$ cat src/include/periph_glue_config.svh
// ~~~~~~~~~~~~~~~~~~~~
// Peripheral glue configuration
// Port addresses, window segments, special codes and reset values
// ~~~~~~~~~~~~~~~~~~~~

`ifndef PERIPH_GLUE_CONFIG_SVH
`define PERIPH_GLUE_CONFIG_SVH

// I/O port map
`define EMS_PORT_BASE      16'h0260
`define LPT_DATA_PORT      16'h0378
`define NMI_PORT_BASE      16'h00A0

// EMS control byte that switches a slot off
`define EMS_DISABLE_CODE   8'hFF

// Upper address nibbles of the window bases
`define EMS_SEG_A          4'hA
`define EMS_SEG_C          4'hC
`define EMS_SEG_D          4'hD

// Register contents after reset
`define LPT_RESET_VALUE    8'hFF
`define NMI_RESET_VALUE    8'hFF

// Read-back bus value when no register is read
`define IDLE_READ_VALUE    8'h00

`endif

$ cat src/rtl/periph_glue_pkg.sv
// ~~~~~~~~~~~~~~~~~~~~
// Peripheral glue types
// EMS control byte, seen raw or split into flag and page
// ~~~~~~~~~~~~~~~~~~~~

package periph_glue_pkg;

    // Page part of an EMS control byte
    typedef struct packed {
        // Set when the byte carries no page
        logic       no_page;
        logic [6:0] page;
    } ems_ctrl_fields_t;

    // One EMS byte, decoded two ways
    // The raw view is compared against the disable code
    // The field view gives the page number and its flag
    typedef union packed {
        logic [7:0]       raw;
        ems_ctrl_fields_t fields;
    } ems_ctrl_u;

endpackage

$ cat src/rtl/port_decode.sv
// ~~~~~~~~~~~~~~~~~~~~
// I/O port decode
// Address and strobes to per-register read and write strobes
// ~~~~~~~~~~~~~~~~~~~~

`timescale 1ns/1ps

`include "periph_glue_config.svh"

module port_decode (
    input  logic [19:0] address_i,
    input  logic        io_read_n_i,
    input  logic        io_write_n_i,
    input  logic        address_enable_n_i,
    input  logic        ems_enabled_i,
    input  logic        tandy_mode_i,
    output logic        ems_write_o,
    output logic        ems_read_o,
    output logic        lpt_write_o,
    output logic        lpt_read_o,
    output logic        nmi_write_o,
    output logic        nmi_read_o,
    output logic        mem_cycle_o
);

    localparam logic [15:0] EMS_BASE = `EMS_PORT_BASE;
    localparam logic [15:0] LPT_PORT = `LPT_DATA_PORT;
    localparam logic [15:0] NMI_BASE = `NMI_PORT_BASE;

    logic io_read;
    logic io_write;
    logic ems_select;
    logic lpt_select;
    logic nmi_select;

    assign io_read  = ~io_read_n_i;
    assign io_write = ~io_write_n_i;

    // No I/O strobe means the bus is doing a memory access
    assign mem_cycle_o = ~(io_read | io_write);

    // EMS ports 260h..263h only while the mapper is switched on
    assign ems_select = ~address_enable_n_i && ems_enabled_i
                        && (address_i[15:2] == EMS_BASE[15:2]);

    // Exact match on the printer data port
    assign lpt_select = ~address_enable_n_i && (address_i[15:0] == LPT_PORT);

    // NMI mask A0h..A7h exists on Tandy only
    assign nmi_select = ~address_enable_n_i && tandy_mode_i
                        && (address_i[15:3] == NMI_BASE[15:3]);

    // Split each select into read and write strobes
    assign ems_write_o = ems_select & io_write;
    assign ems_read_o  = ems_select & io_read;
    assign lpt_write_o = lpt_select & io_write;
    assign lpt_read_o  = lpt_select & io_read;
    assign nmi_write_o = nmi_select & io_write;
    assign nmi_read_o  = nmi_select & io_read;

endmodule

$ cat src/rtl/ems_page_mapper.sv
// ~~~~~~~~~~~~~~~~~~~~
// EMS page mapper
// Four page registers, their read-back and the memory window hits
// ~~~~~~~~~~~~~~~~~~~~

`timescale 1ns/1ps

`include "periph_glue_config.svh"

module ems_page_mapper
    import periph_glue_pkg::*;
(
    input  logic        clock,
    input  logic        reset,
    input  logic [19:0] address_i,
    input  logic [7:0]  data_i,
    input  logic        ems_write_i,
    input  logic        mem_cycle_i,
    input  logic [1:0]  ems_base_i,
    output ems_ctrl_u   ems_read_data_o,
    output logic [3:0]  ems_window_hit_o
);

    // Page storage with one entry per 16 KB window
    logic [3:0][6:0] page_q;
    logic [3:0]      enable_q;

    // First write stage
    logic [1:0]      wr_slot_q;
    logic            wr_pending_q;
    logic [6:0]      wr_page_q;
    logic            wr_enable_q;

    ems_ctrl_u       ctrl_byte;
    logic [1:0]      addr_slot;
    logic [6:0]      next_page;
    logic            next_enable;
    logic [3:0]      base_nibble;

    assign ctrl_byte = data_i;
    assign addr_slot = address_i[1:0];

    // Decode the control byte
    always_comb begin
        if (ctrl_byte.raw == `EMS_DISABLE_CODE) begin
            next_page   = ctrl_byte.fields.page;
            next_enable = 1'b0;
        end else if (!ctrl_byte.fields.no_page) begin
            next_page   = ctrl_byte.fields.page;
            next_enable = 1'b1;
        end else begin
            // Any other byte leaves the slot as it is
            next_page   = page_q[addr_slot];
            next_enable = enable_q[addr_slot];
        end
    end

    always_ff @(posedge clock or posedge reset) begin
        if (reset) begin
            wr_slot_q    <= 2'b00;
            wr_pending_q <= 1'b0;
            wr_page_q    <= 7'h00;
            wr_enable_q  <= 1'b0;
        end else begin
            wr_slot_q    <= addr_slot;
            wr_pending_q <= ems_write_i;
            wr_page_q    <= next_page;
            wr_enable_q  <= next_enable;
        end
    end

    // Second stage updates the slot
    always_ff @(posedge clock or posedge reset) begin
        if (reset) begin
            page_q   <= '0;
            enable_q <= '0;
        end else if (wr_pending_q) begin
            page_q[wr_slot_q]   <= wr_page_q;
            enable_q[wr_slot_q] <= wr_enable_q;
        end
    end

    // Read-back of the addressed slot
    always_comb begin
        if (enable_q[addr_slot]) begin
            ems_read_data_o.fields.no_page = 1'b0;
            ems_read_data_o.fields.page    = page_q[addr_slot];
        end else begin
            ems_read_data_o.raw = `EMS_DISABLE_CODE;
        end
    end

    // Window base segment
    always_comb begin
        case (ems_base_i)
            2'd0:    base_nibble = `EMS_SEG_A;
            2'd1:    base_nibble = `EMS_SEG_C;
            default: base_nibble = `EMS_SEG_D;
        endcase
    end

    // Each slot covers one 16 KB block above the base
    always_comb begin
        for (int n = 0; n < 4; n++) begin
            ems_window_hit_o[n] = mem_cycle_i && enable_q[n]
                                  && (address_i[19:14] == {base_nibble, 2'(n)});
        end
    end

endmodule

$ cat src/rtl/port_latches.sv
// ~~~~~~~~~~~~~~~~~~~~
// Port latches
// Printer data latch and Tandy NMI mask register
// ~~~~~~~~~~~~~~~~~~~~

`timescale 1ns/1ps

`include "periph_glue_config.svh"

module port_latches (
    input  logic       clock,
    input  logic       reset,
    input  logic [7:0] data_i,
    input  logic       lpt_write_i,
    input  logic       nmi_write_i,
    output logic [7:0] lpt_data_o,
    output logic [7:0] nmi_data_o
);

    logic [7:0] lpt_q;
    logic [7:0] nmi_q;

    // Printer data port 378h
    always_ff @(posedge clock or posedge reset) begin
        if (reset) begin
            lpt_q <= `LPT_RESET_VALUE;
        end else if (lpt_write_i) begin
            lpt_q <= data_i;
        end
    end

    // NMI mask at Tandy ports A0h..A7h
    // Only stored and read back here
    always_ff @(posedge clock or posedge reset) begin
        if (reset) begin
            nmi_q <= `NMI_RESET_VALUE;
        end else if (nmi_write_i) begin
            nmi_q <= data_i;
        end
    end

    assign lpt_data_o = lpt_q;
    assign nmi_data_o = nmi_q;

endmodule

$ cat src/rtl/read_data_mux.sv
// ~~~~~~~~~~~~~~~~~~~~
// Read-back mux
// Registered select of read data and the chipset-drive flag
// ~~~~~~~~~~~~~~~~~~~~

`timescale 1ns/1ps

`include "periph_glue_config.svh"

module read_data_mux
    import periph_glue_pkg::*;
(
    input  logic       clock,
    input  logic       reset,
    input  logic       ems_read_i,
    input  logic       lpt_read_i,
    input  logic       nmi_read_i,
    input  ems_ctrl_u  ems_read_data_i,
    input  logic [7:0] lpt_data_i,
    input  logic [7:0] nmi_data_i,
    output logic [7:0] data_o,
    output logic       data_valid_o
);

    // Priority EMS, then printer, then NMI mask
    always_ff @(posedge clock or posedge reset) begin
        if (reset) begin
            data_o       <= `IDLE_READ_VALUE;
            data_valid_o <= 1'b0;
        end else if (ems_read_i) begin
            data_o       <= ems_read_data_i.raw;
            data_valid_o <= 1'b1;
        end else if (lpt_read_i) begin
            data_o       <= lpt_data_i;
            data_valid_o <= 1'b1;
        end else if (nmi_read_i) begin
            data_o       <= nmi_data_i;
            data_valid_o <= 1'b1;
        end else begin
            // Nobody drives the bus
            data_o       <= `IDLE_READ_VALUE;
            data_valid_o <= 1'b0;
        end
    end

endmodule

$ cat src/rtl/periph_glue_top.sv
// ~~~~~~~~~~~~~~~~~~~~
// Peripheral glue top
// I/O decode, EMS mapper, port latches and read-back bus
// ~~~~~~~~~~~~~~~~~~~~

`timescale 1ns/1ps

module periph_glue_top
    import periph_glue_pkg::*;
(
    input  logic        clock,
    input  logic        reset,
    input  logic [19:0] address_i,
    input  logic [7:0]  data_i,
    input  logic        io_read_n_i,
    input  logic        io_write_n_i,
    input  logic        address_enable_n_i,
    input  logic        ems_enabled_i,
    input  logic        tandy_mode_i,
    input  logic [1:0]  ems_base_i,
    output logic [7:0]  data_o,
    output logic        data_valid_o,
    output logic [3:0]  ems_window_hit_o
);

    logic      ems_write;
    logic      ems_read;
    logic      lpt_write;
    logic      lpt_read;
    logic      nmi_write;
    logic      nmi_read;
    logic      mem_cycle;
    ems_ctrl_u ems_read_data;
    logic [7:0] lpt_data;
    logic [7:0] nmi_data;

    port_decode i_port_decode (
        .address_i          (address_i),
        .io_read_n_i        (io_read_n_i),
        .io_write_n_i       (io_write_n_i),
        .address_enable_n_i (address_enable_n_i),
        .ems_enabled_i      (ems_enabled_i),
        .tandy_mode_i       (tandy_mode_i),
        .ems_write_o        (ems_write),
        .ems_read_o         (ems_read),
        .lpt_write_o        (lpt_write),
        .lpt_read_o         (lpt_read),
        .nmi_write_o        (nmi_write),
        .nmi_read_o         (nmi_read),
        .mem_cycle_o        (mem_cycle)
    );

    ems_page_mapper i_ems_page_mapper (
        .clock              (clock),
        .reset              (reset),
        .address_i          (address_i),
        .data_i             (data_i),
        .ems_write_i        (ems_write),
        .mem_cycle_i        (mem_cycle),
        .ems_base_i         (ems_base_i),
        .ems_read_data_o    (ems_read_data),
        .ems_window_hit_o   (ems_window_hit_o)
    );

    port_latches i_port_latches (
        .clock              (clock),
        .reset              (reset),
        .data_i             (data_i),
        .lpt_write_i        (lpt_write),
        .nmi_write_i        (nmi_write),
        .lpt_data_o         (lpt_data),
        .nmi_data_o         (nmi_data)
    );

    read_data_mux i_read_data_mux (
        .clock              (clock),
        .reset              (reset),
        .ems_read_i         (ems_read),
        .lpt_read_i         (lpt_read),
        .nmi_read_i         (nmi_read),
        .ems_read_data_i    (ems_read_data),
        .lpt_data_i         (lpt_data),
        .nmi_data_i         (nmi_data),
        .data_o             (data_o),
        .data_valid_o       (data_valid_o)
    );

endmodule

$ cat config.mk
export PLATFORM = sky130hd
export DESIGN_NAME = periph_glue_top
export DESIGN_NICKNAME = d
export VERILOG_FILES = /design/src/rtl/periph_glue_pkg.sv /design/src/rtl/port_decode.sv /design/src/rtl/ems_page_mapper.sv /design/src/rtl/port_latches.sv /design/src/rtl/read_data_mux.sv /design/src/rtl/periph_glue_top.sv
export VERILOG_INCLUDE_DIRS = /design/src /design/src/include
export SDC_FILE = /design/constraint.sdc
export NUM_CORES = 1
export LEC_CHECK = 0
export ABC_AREA = 1
export BUFFER_PORTS_ARGS = -buffer_cell sky130_fd_sc_hd__buf_2
export CORE_MARGIN = 2
export CORE_UTILIZATION = 40
export DETAILED_ROUTE_END_ITERATION = 8
export GPL_TIMING_DRIVEN = 1
export HOLD_SLACK_MARGIN = 0.1
export PLACE_DENSITY = 0.64
export SLEW_MARGIN = 10
export SYNTH_ARGS = -nofsm -noshare
export SYNTH_HDL_FRONTEND = slang
export SYNTH_SLANG_ARGS = --single-unit
$ cat constraint.sdc
create_clock -name clock -period 2.3 [get_ports clock]
set_input_delay 0.46 -clock clock [delete_from_list [all_inputs] [get_ports clock]]
set_output_delay 0.46 -clock clock [all_outputs]
set_load 0.03 [all_outputs]
# Word-level counts from Yosys, hierarchy flattened
# Cells that the tools add are included.
[totals] wordCells=73 ram_bits=0 romBits=0 latch_bits=0 memories=0 in_bits=37 register_bits=68
[classes] shifts=0 n_mux=22 bitwise=11 n_mul=0 order_cmp=3 add_sub_neg=0 eq_ne=9 reduce_logical=15 div=0
[ops] op="8-bit 2-to-1 mux" count=4
[ops] op="28-bit bitwise mux" count=1
[ops] op="7-bit 2-to-1 mux" count=4
[ops] op="6-bit == test" count=4
[ops] op="16-bit by 10-bit == test with 1-bit output, second input constant" count=1
[ops] op="7-bit binary-select mux with 2-bit select" count=1
[ops] op="7-bit demux with 2-bit select" count=1
[ops] op="14-bit by 8-bit == test with 1-bit output, second input constant" count=1
[ops] op="1-bit logical AND" count=14
[ops] op="13-bit by 5-bit == test with 1-bit output, second input constant" count=1
[ops] op="8-bit == test, second input constant" count=1
[ops] op="1-bit 2-to-1 mux" count=7
[ops] op="1-bit bitwise AND" count=6
[ops] op="2-bit by 3-bit < comparator with 1-bit output, second input constant" count=2
[ops] op="3-bit case mux with 2 select lines" count=1
[ops] op="4-bit bitwise mux" count=1
[ops] op="1-bit inverter" count=4
[ops] op="1-bit binary-select mux with 2-bit select" count=1
[ops] op="1-bit demux with 2-bit select" count=1
[ops] op="2-bit by 1-bit == test with 1-bit output, second input constant" count=1
[ops] op="2-bit by 1-bit >= comparator with 1-bit output, second input constant" count=1
[ops] op="2-bit zero test" count=1
[ops] op="1-bit OR" count=1

# Logic depth before layout (Yosys ltp)
# Gate-level depths: netlist of the first run.
[logic_depth] word_depth=7 ltp_mapped=9 mapped_depth_nobuf=9

# Hierarchy
# Synthesis of the first run repeated with hierarchy kept, for this count alone.
[hier_totals] hier_cells=440 area_unflattened_um2=3532.1
[by_module_without_submodules] mod="ems_page_mapper" cells_per_inst=253 n_inst=1 area_each_um2=2227.1
[by_module_without_submodules] mod="port_latches" cells_per_inst=69 n_inst=1 area_each_um2=634.4
[by_module_without_submodules] mod="read_data_mux" cells_per_inst=73 n_inst=1 area_each_um2=495.5
[by_module_without_submodules] mod="port_decode" cells_per_inst=45 n_inst=1 area_each_um2=175.2

# Worst setup path before layout of the first run
# OpenSTA, ideal clock, no wires.
[synth_timing] path_type="input to output" start="input port address_i[17]" end="output port ems_window_hit_o[1]" slack_ns=0.399 t_arrival_ns=1.441 path_buffers=0 cell_stages=5 required_ns=1.840 cell_sequence="inv_1 -> nor2_1 -> o21a_1 -> nand3_1 -> nor3_1"
[synth_between] elab_chain_len=2
[synth_rtl] item="from (decl)" line_no="periph_glue_top.sv:13" text="input logic [19:0] address_i,"
[synth_rtl] item="6-bit == test" line_no="ems_page_mapper.sv:106" text="&& (address_i[19:14] == {base_nibble, 2'(n)});"
[synth_rtl] item="1-bit logical AND" line_no="ems_page_mapper.sv:106"
[synth_rtl] item="to (decl)" line_no="periph_glue_top.sv:23" text="output logic [3:0] ems_window_hit_o"
# Every way passes these cells.

# Worst setup path after layout of the first run
[layout_timing] start="input port ems_base_i[0]" end="output port ems_window_hit_o[1]"
[layout_between] elab_chain_len=4 elab_cells_between_ends=5 classes_between="eq/ne (2); mux (1); reduce/logical (2)"
[layout_rtl] item="from (decl)" line_no="periph_glue_top.sv:20" text="input logic [1:0] ems_base_i,"
[layout_rtl] item="2-bit by 1-bit == test with 1-bit output / 2-bit zero test (equally long branches)" line_no="ems_page_mapper.sv:95" text="case (ems_base_i)"
[layout_rtl] item="3-bit case mux with 2 select lines *" line_no="ems_page_mapper.sv:95"
[layout_rtl] item="6-bit == test *" line_no="ems_page_mapper.sv:106"
[layout_rtl] item="1-bit logical AND *" line_no="ems_page_mapper.sv:106"
# Mark *: on every way between the ends. The rest lies on a longest branch, timed or not.

==> results of run 1 <==
[state kept, by name, summed over array words and instances (netlist names)]
| name | flops |
|---|---|
| i_read_data_mux.data_valid_o | 1 |
| i_ems_page_mapper.page_q | 28 |
| i_ems_page_mapper.wr_page_q | 7 |
| i_ems_page_mapper.wr_pending_q | 1 |
| i_ems_page_mapper.enable_q | 4 |
| i_ems_page_mapper.wr_enable_q | 1 |
| i_port_latches.lpt_data_o | 8 |
| i_port_latches.nmi_data_o | 8 |
| i_read_data_mux.data_o | 8 |
| i_ems_page_mapper.wr_slot_q | 2 |
[cell families (layout without fill, tap and decap cells)]
group                  count (synthesis)  in the layout  synth area share, %
AOI/OAI and AO/OA                     79             79                14.94
buffers and inverters                 56            113                6.936
DFF                                   68             68                52.44
and+or+nand+nor                      183            183                25.69
[cells in the mapped netlist, types with 2 or more instances]
master	n
nor3_1	5
nor4_1	2
o211ai_1	8
o21ai_0	47
nor2_1	45
dfstp_2	16
inv_1	43
nand4_1	11
o21ai_2	16
buf_2	2
clkbuf_1	6
o22ai_1	5
inv_2	3
nand2_2	4
nand2_1	78
dfrtp_1	52
nor2_2	4
buf_6	2
nand3_1	26
nor2_4	3
nand3_2	2
o21a_1	2
[routing by layer]
layer | track usage (%) | routed length [um] | vias to the layer above
li1 | - | - | 1378
met3 | 3.990 | 245 | 6
met2 | 28.93 | 3482 | 47
met1 | 24.87 | 3462 | 1232
met5 | 0 | 0 | -
met4 | 4.710 | 71 | 0
[power groups by stage]
stage                     registers, mW  clock network (mW)  logic [mW]
after floorplan                    1.23                   0       0.104
after global placement             1.24                   0       0.176
after detailed placement           1.24                   0       0.180
after CTS                          1.21                1.20       0.182
after global routing               1.22                1.24       0.207
final                              1.21                1.17       0.180
[worst paths after layout]
check / to / slack [ps] / cells past startpoint
setup / recovery: ems_window_hit_o[1] / 530 / 6
hold / removal: i_ems_page_mapper.wr_pending_q / 330 / 2
setup reg to reg: i_ems_page_mapper.page_q[5] / 950 / 4
hold reg to reg: i_port_latches.nmi_data_o[0] / 480 / 2
max in group asynchronous: i_port_latches.lpt_data_o[4] / 1020 / 4
min in group asynchronous: i_read_data_mux.data_valid_o / 650 / 3
[layout make-up]
type                    count  share of cell area [%]
flip-flops and latches     68                   44.44
multi-input cells         262                   34.43
repair buffers             51                   7.106
inverters                  46                   4.457
well taps                 105                   3.391
clock buffers              10                   3.295
clock inverters             6                   2.875
==> results.txt, run 1 <==
CP max-delay cell: buf_2
Setup CP Type: in -> out
Post-Syn Area per Cell: 8.506 sq um
Vias in the first global route: 2575
Overflow after GRT: 0
Fin Hold WS: 334.5 ps
I/O pins: 50
Internal power: 1.988 mW
HPWL Detailed: 5.322 mm
Layout cells sized above 1: 26.41%
Hold Crit Start: io_write_n_i
Fin cells: 548
Area delta synth->final: 17.99%
WP buf/inv: 2
Fin. max-slew vios: 0
Slew @ Worst Pin: 594.1 ps
Power per cell area: 662.7 nW/um^2
Area occupied by multi-input gates: 1334 sq um
CTS sink cnt: 68
Required time of the critical path: 1840 ps
Placed Cells: 531
Total track usage: 18.04%
Net Sw Power: 0.5792 mW
Setup Buffers After CTS: 0
Final setup fails: 0
DRC: 0
Total number of vias: 2663
Cell Area, Synth: 3283 sq um
Mapped Cells: 386
Seq cells post-synth: 68
Top FF cell, synth: dfrtp_1
R2R Path Start: i_ems_page_mapper.wr_slot_q[1]
Crit path from: ems_base_i[0]
DRT Wirelength: 7.262 mm
Critical path capture point type: output port
Yosys cell types: 26
CTS tree: done
Die area: 8948 sq um
Design Power: 2.567 mW
Switching power share of the total: 22.56%
Seq pwr share: 47.3%
Critical path arrival: 1310 ps
Synth Warn #: 0
Sequential Area: 1722 sq um
CP peak stage delay: 230 ps
H-tree levels: 3
Commonest non-fill, non-tap cell in the layout: nand2_1
CP max FO: 4
Clock tree root buffer cell: clkbuf_8
Combinational share of power: 7.0%
Buffers on Ports: 49
Fmax: 563.5 MHz
Core Rows: 33
Crit share post-route: 77.16%
Post_cts resized: 0
First-pass GRT wire length: 12.36 mm
RSZ-0062 raised after global routing: false
Initial DRT Pass Iterations: 4
Setup crit start kind: input port
Post-synth EDFFs: 0
Total CTS buffers: 9
Die X: 94.60 um
WL per Instance: 13.25 um
CTS clk-pin slew, worst paths: 80 ps
Fin util: 47.87%
Fillers: 803
Slew HR: 60.28%
Clock share of power: 45.7%
Tmin final: 1775 ps
Clock latency at the later pin of the worst-skew pair: 340 ps
GP Congestion: 0.8272
Die height: 94.60 um
Most frequent cells in the layout: nand2_1, dfrtp_1, buf_2, o21ai_0, nor2_1
Maximum vdd drop: 0.0004571 V
Fin area: 3874 sq um
Initial antenna violation count: 0
Post-synthesis sequential area ratio: 52.44%
Starting density of the core: 40.57%
# Max-Cap Violations: 0
Number of nets still failing antenna checks after routing: 0
Class of the worst hold path: in -> reg
CP dominant cell by count: buf_2
Post-DR vias/cell: 4.859
Worst-path cell chain: buf_2, nor2_1, o21a_1, nand3_1, nor3_1, buf_2
Syn_nets: 423
Worst Skew: 10.01 ps
PnR worst setup slack: 525.3 ps
Final #Nets: 475
Largest net degree at the start of global routing: 52
Core area: 8093 sq um
CP top delay family: simple AND/OR/NAND/NOR gates
LEAKAGE: 1.856 nW
First DRT Iteration DRCs: 184
Post-place instance area: 3625 sq um
Setup TNS: 0 ps
N_diodes: 0
Synth top area cells: dfrtp_1, dfstp_2, nand2_1
Status: completed
Post-synth top area share: 39.63%
Synth async-reset ratio: 100.0%
CTS max path bufs: 2
Setup WS pre-CTS: 440.4 ps
Area leader, netlist: dfrtp_1
Hold-fix buffers at CTS: 1
Fin. Hold Viols: 0
Note: power is estimated with default switching activity, not from simulation.
==> run 2: changes to the inputs <==
--- a/config.mk
+++ b/config.mk
@@ -13,7 +13,7 @@
 export DETAILED_ROUTE_END_ITERATION = 8
 export GPL_TIMING_DRIVEN = 1
 export HOLD_SLACK_MARGIN = 0.1
-export PLACE_DENSITY = 0.64
+export PLACE_DENSITY = 0.66
 export SLEW_MARGIN = 10
 export SYNTH_ARGS = -nofsm -noshare
 export SYNTH_HDL_FRONTEND = slang
==> constraint.sdc (replaced) <==
create_clock -name clock -period 1.4 [get_ports clock]
set_input_delay 0.28 -clock clock [delete_from_list [all_inputs] [get_ports clock]]
set_output_delay 0.28 -clock clock [all_outputs]
set_load 0.03 [all_outputs]
==> run 2 against run 1 <==
  * The flow now finishes with violations (negative setup slack)
  * Sequential share of layout area fell by 3.4 points
  * Setup slack worse by 550 ps
  * Combinational power grew 110%
  * Utilization up 4.0 points
  * Die area did not move
  * Power grew 56%
  * Clock skew is 0.66 ps lower
  * Critical endpoint unchanged
  * Via count up 10%
  * Non-clock buffer count is 39 higher
  * Final cell count up 7.1%
  * Largest power group unchanged
  * Clock power grew 41%
  * Global-route usage increased by 1.5 points
==> results.txt, run 2 (same netlist as run 1, synthesis figures left out) <==
I/O pins: 50 (unchanged)
WL per Instance: 13.66 um (was 13.25 um)
Sequential Area: 1722 sq um (unchanged)
Crit path from: i_ems_page_mapper.enable_q[1] (was ems_base_i[0])
PnR worst setup slack: -27.17 ps (was 525.3 ps)
Slew @ Worst Pin: 418.1 ps (was 594.1 ps)
Clock share of power: 41.1% (was 45.7%)
Worst-path cell chain: nand3_1, nor3_2, buf_4 (was buf_2, nor2_1, o21a_1, nand3_1, nor3_1, buf_2)
Fillers: 785 (was 803)
CP Capture Point: ems_window_hit_o[1] (unchanged)
Core area: 8093 sq um (unchanged)
Crit share post-route: 101.9%
CTS clk-pin slew, worst paths: 70 ps (was 80 ps)
Vias in the first global route: 2824 (was 2575)
Tmin final: 1427 ps
CP max FO: 2 (was 4)
Starting density of the core: 40.57% (unchanged)
CP peak stage delay: 350 ps (was 230 ps)
First DRT Iteration DRCs: 144 (was 184)
DRC: 0 (unchanged)
Total number of vias: 2937 (was 2663)
Seq pwr share: 49.7% (was 47.3%)
Final #Nets: 514 (was 475)
Switching power share of the total: 24.15% (was 22.56%)
Register name with the most flops: i_ems_page_mapper.page_q (unchanged)
Setup CP Type: reg -> out (was in -> out)
Met2 usage in global routing: 32.14% (was 28.93%)
Fin Hold WS: 133.5 ps (was 334.5 ps)
Worst Skew: 9.346 ps (was 10.01 ps)
Setup WS pre-CTS: -93.23 ps (was 440.4 ps)
Die height: 94.60 um (unchanged)
Violations in the final reports: negative setup slack
Hold Crit Start: io_write_n_i (unchanged)
Post-place instance area: 3899 sq um (was 3625 sq um)
Slew HR: 72.06% (was 60.28%)
Reg-to-reg slack, setup: 110 ps (was 950 ps)
Net Sw Power: 0.9704 mW (was 0.5792 mW)
RSZ-0062 raised after global routing: true (was false)
Clock latency at the later pin of the worst-skew pair: 350 ps (was 340 ps)
Fin util: 51.86% (was 47.87%)
Commonest non-fill, non-tap cell in the layout: nand2_1 (unchanged)
Initial DRT Pass Iterations: 5 (was 4)
Setup TNS: -52.53 ps (was 0 ps)
Number of nets still failing antenna checks after routing: 0 (unchanged)
Total track usage: 19.51% (was 18.04%)
Area delta synth->final: 27.82% (was 17.99%)
Status: complete, but fails checks (was completed)
Buffers on Ports: 49 (unchanged)
GP Congestion: 0.8370 (was 0.8272)
Most frequent cells in the layout: nand2_1, dfrtp_1, nor2_1, o21ai_0 (was nand2_1, dfrtp_1, buf_2, o21ai_0, nor2_1)
Maximum vdd drop: 0.0007308 V (was 0.0004571 V)
Combinational share of power: 9.3% (was 7.0%)
Setup crit start kind: flop (was input port)
Final setup fails: 2 (was 0)
CTS max path bufs: 2 (unchanged)
Placed Cells: 567 (was 531)
Layout cells sized above 1: 34.02% (was 26.41%)
CP max-delay cell: dfrtp_1 (was buf_2)
R2R Path End: i_ems_page_mapper.wr_enable_q (was i_ems_page_mapper.page_q[5])
Overflow after GRT: 0 (unchanged)
# Max-Cap Violations: 0 (unchanged)
Post-DR vias/cell: 5.003 (was 4.859)
Internal power: 3.047 mW (was 1.988 mW)
Fin area: 4197 sq um (was 3874 sq um)
R2R Path Start: i_ems_page_mapper.enable_q[2] (was i_ems_page_mapper.wr_slot_q[1])
Met1 Usage GRT: 25.30% (was 24.87%)
Fin. max-slew vios: 0 (unchanged)
Clock tree root buffer cell: clkbuf_8 (unchanged)
Class of the worst hold path: in -> reg (unchanged)
N_diodes: 0 (unchanged)
HPWL Detailed: 6.018 mm (was 5.322 mm)
Initial antenna violation count: 0 (unchanged)
Largest net degree at the start of global routing: 25 (was 52)
Total CTS buffers: 9 (unchanged)
Die X: 94.60 um (unchanged)
H-tree levels: 3 (unchanged)
Die area: 8948 sq um (unchanged)
DRT Wirelength: 8.021 mm (was 7.262 mm)
Fin. Hold Viols: 0 (unchanged)
Critical path arrival: 1150 ps (was 1310 ps)
Max FFs per register: 28 (unchanged)
Fmax: 700.7 MHz
First-pass GRT wire length: 13.41 mm (was 12.36 mm)
Design Power: 4.017 mW (was 2.567 mW)
CTS tree: done (unchanged)
Core Rows: 33 (unchanged)
Power per cell area: 957.3 nW/um^2 (was 662.7 nW/um^2)
GR peak layer: met2 (unchanged)
Grt met3 use: 5.267% (was 3.990%)
Critical path capture point type: output port (unchanged)
LEAKAGE: 2.032 nW (was 1.856 nW)
Fin cells: 587 (was 548)
Worst Reg-to-Reg Cells: 7 (was 4)
CTS sink cnt: 68 (unchanged)
Required time of the critical path: 1120 ps (was 1840 ps)
Area occupied by multi-input gates: 1374 sq um (was 1334 sq um)
## run 2: cell count changes in the layout (fill, tap and decap cells not counted), moves of 2 or more
cell	change
buf_4	+43
nand3_2	+2
nor3_2	+3
nand3_1	-3
nor3_1	-3
o21ai_0	-2
o21ai_1	+2
clkbuf_8	+2
buf_2	-6
bufinv_16	-2
buf_6	+2
## run 2: worst min-delay path by stage
stage / to / slack, ps / cells after the start
after floorplan: i_ems_page_mapper.wr_slot_q[0] / 310 / 0
after CTS: i_ems_page_mapper.wr_pending_q / 120 / 2
final: i_ems_page_mapper.wr_pending_q / 130 / 2
after global placement: i_ems_page_mapper.page_q[6] / 310 / 2
after detailed placement: i_ems_page_mapper.page_q[6] / 310 / 2
after global routing: i_ems_page_mapper.wr_pending_q / 120 / 2
## run 2: area by class of cell
cell class / instances / area share [%]
multi-input combinational: 262 / 32.74
inverter: 46 / 4.204
sequential: 68 / 41.03
clock inverter: 4 / 1.133
tap: 105 / 3.131
clock buffer: 12 / 3.697
timing repair buffer: 90 / 14.07
## run 2: power groups by stage
stage                     Sequential (mW)  Combinational, mW  Clock, mW
after detailed placement             2.03              0.358          0
after global placement               2.03              0.350          0
after global routing                 2.00              0.418       1.77
after floorplan                      2.03              0.171          0
final                                2.00              0.372       1.65
after CTS                            1.99              0.362       1.68
## run 2: repair_timing
item                                    in CTS  in global routing
setup buffers                                3                  0
endpoints found under the setup margin       3                  5
resized for setup                            5                 12
cloned                                       0                  0
hold buffers                                 1                  0
endpoints found under the hold margin       15                  0
pin swaps                                    0                  5
## run 2: worst max-delay path: cells and delay by family, from the launching register on
family	cells	cell delay, ps
buffers and inverters	1	180
AND/OR/NAND/NOR	2	260
flip-flops	1	350
## run 2: per-layer routing
metal	up-vias	wire, um
li1	1452	-
met1	1419	3562
met2	56	4018
met3	10	306
met4	0	133
met5	-	0
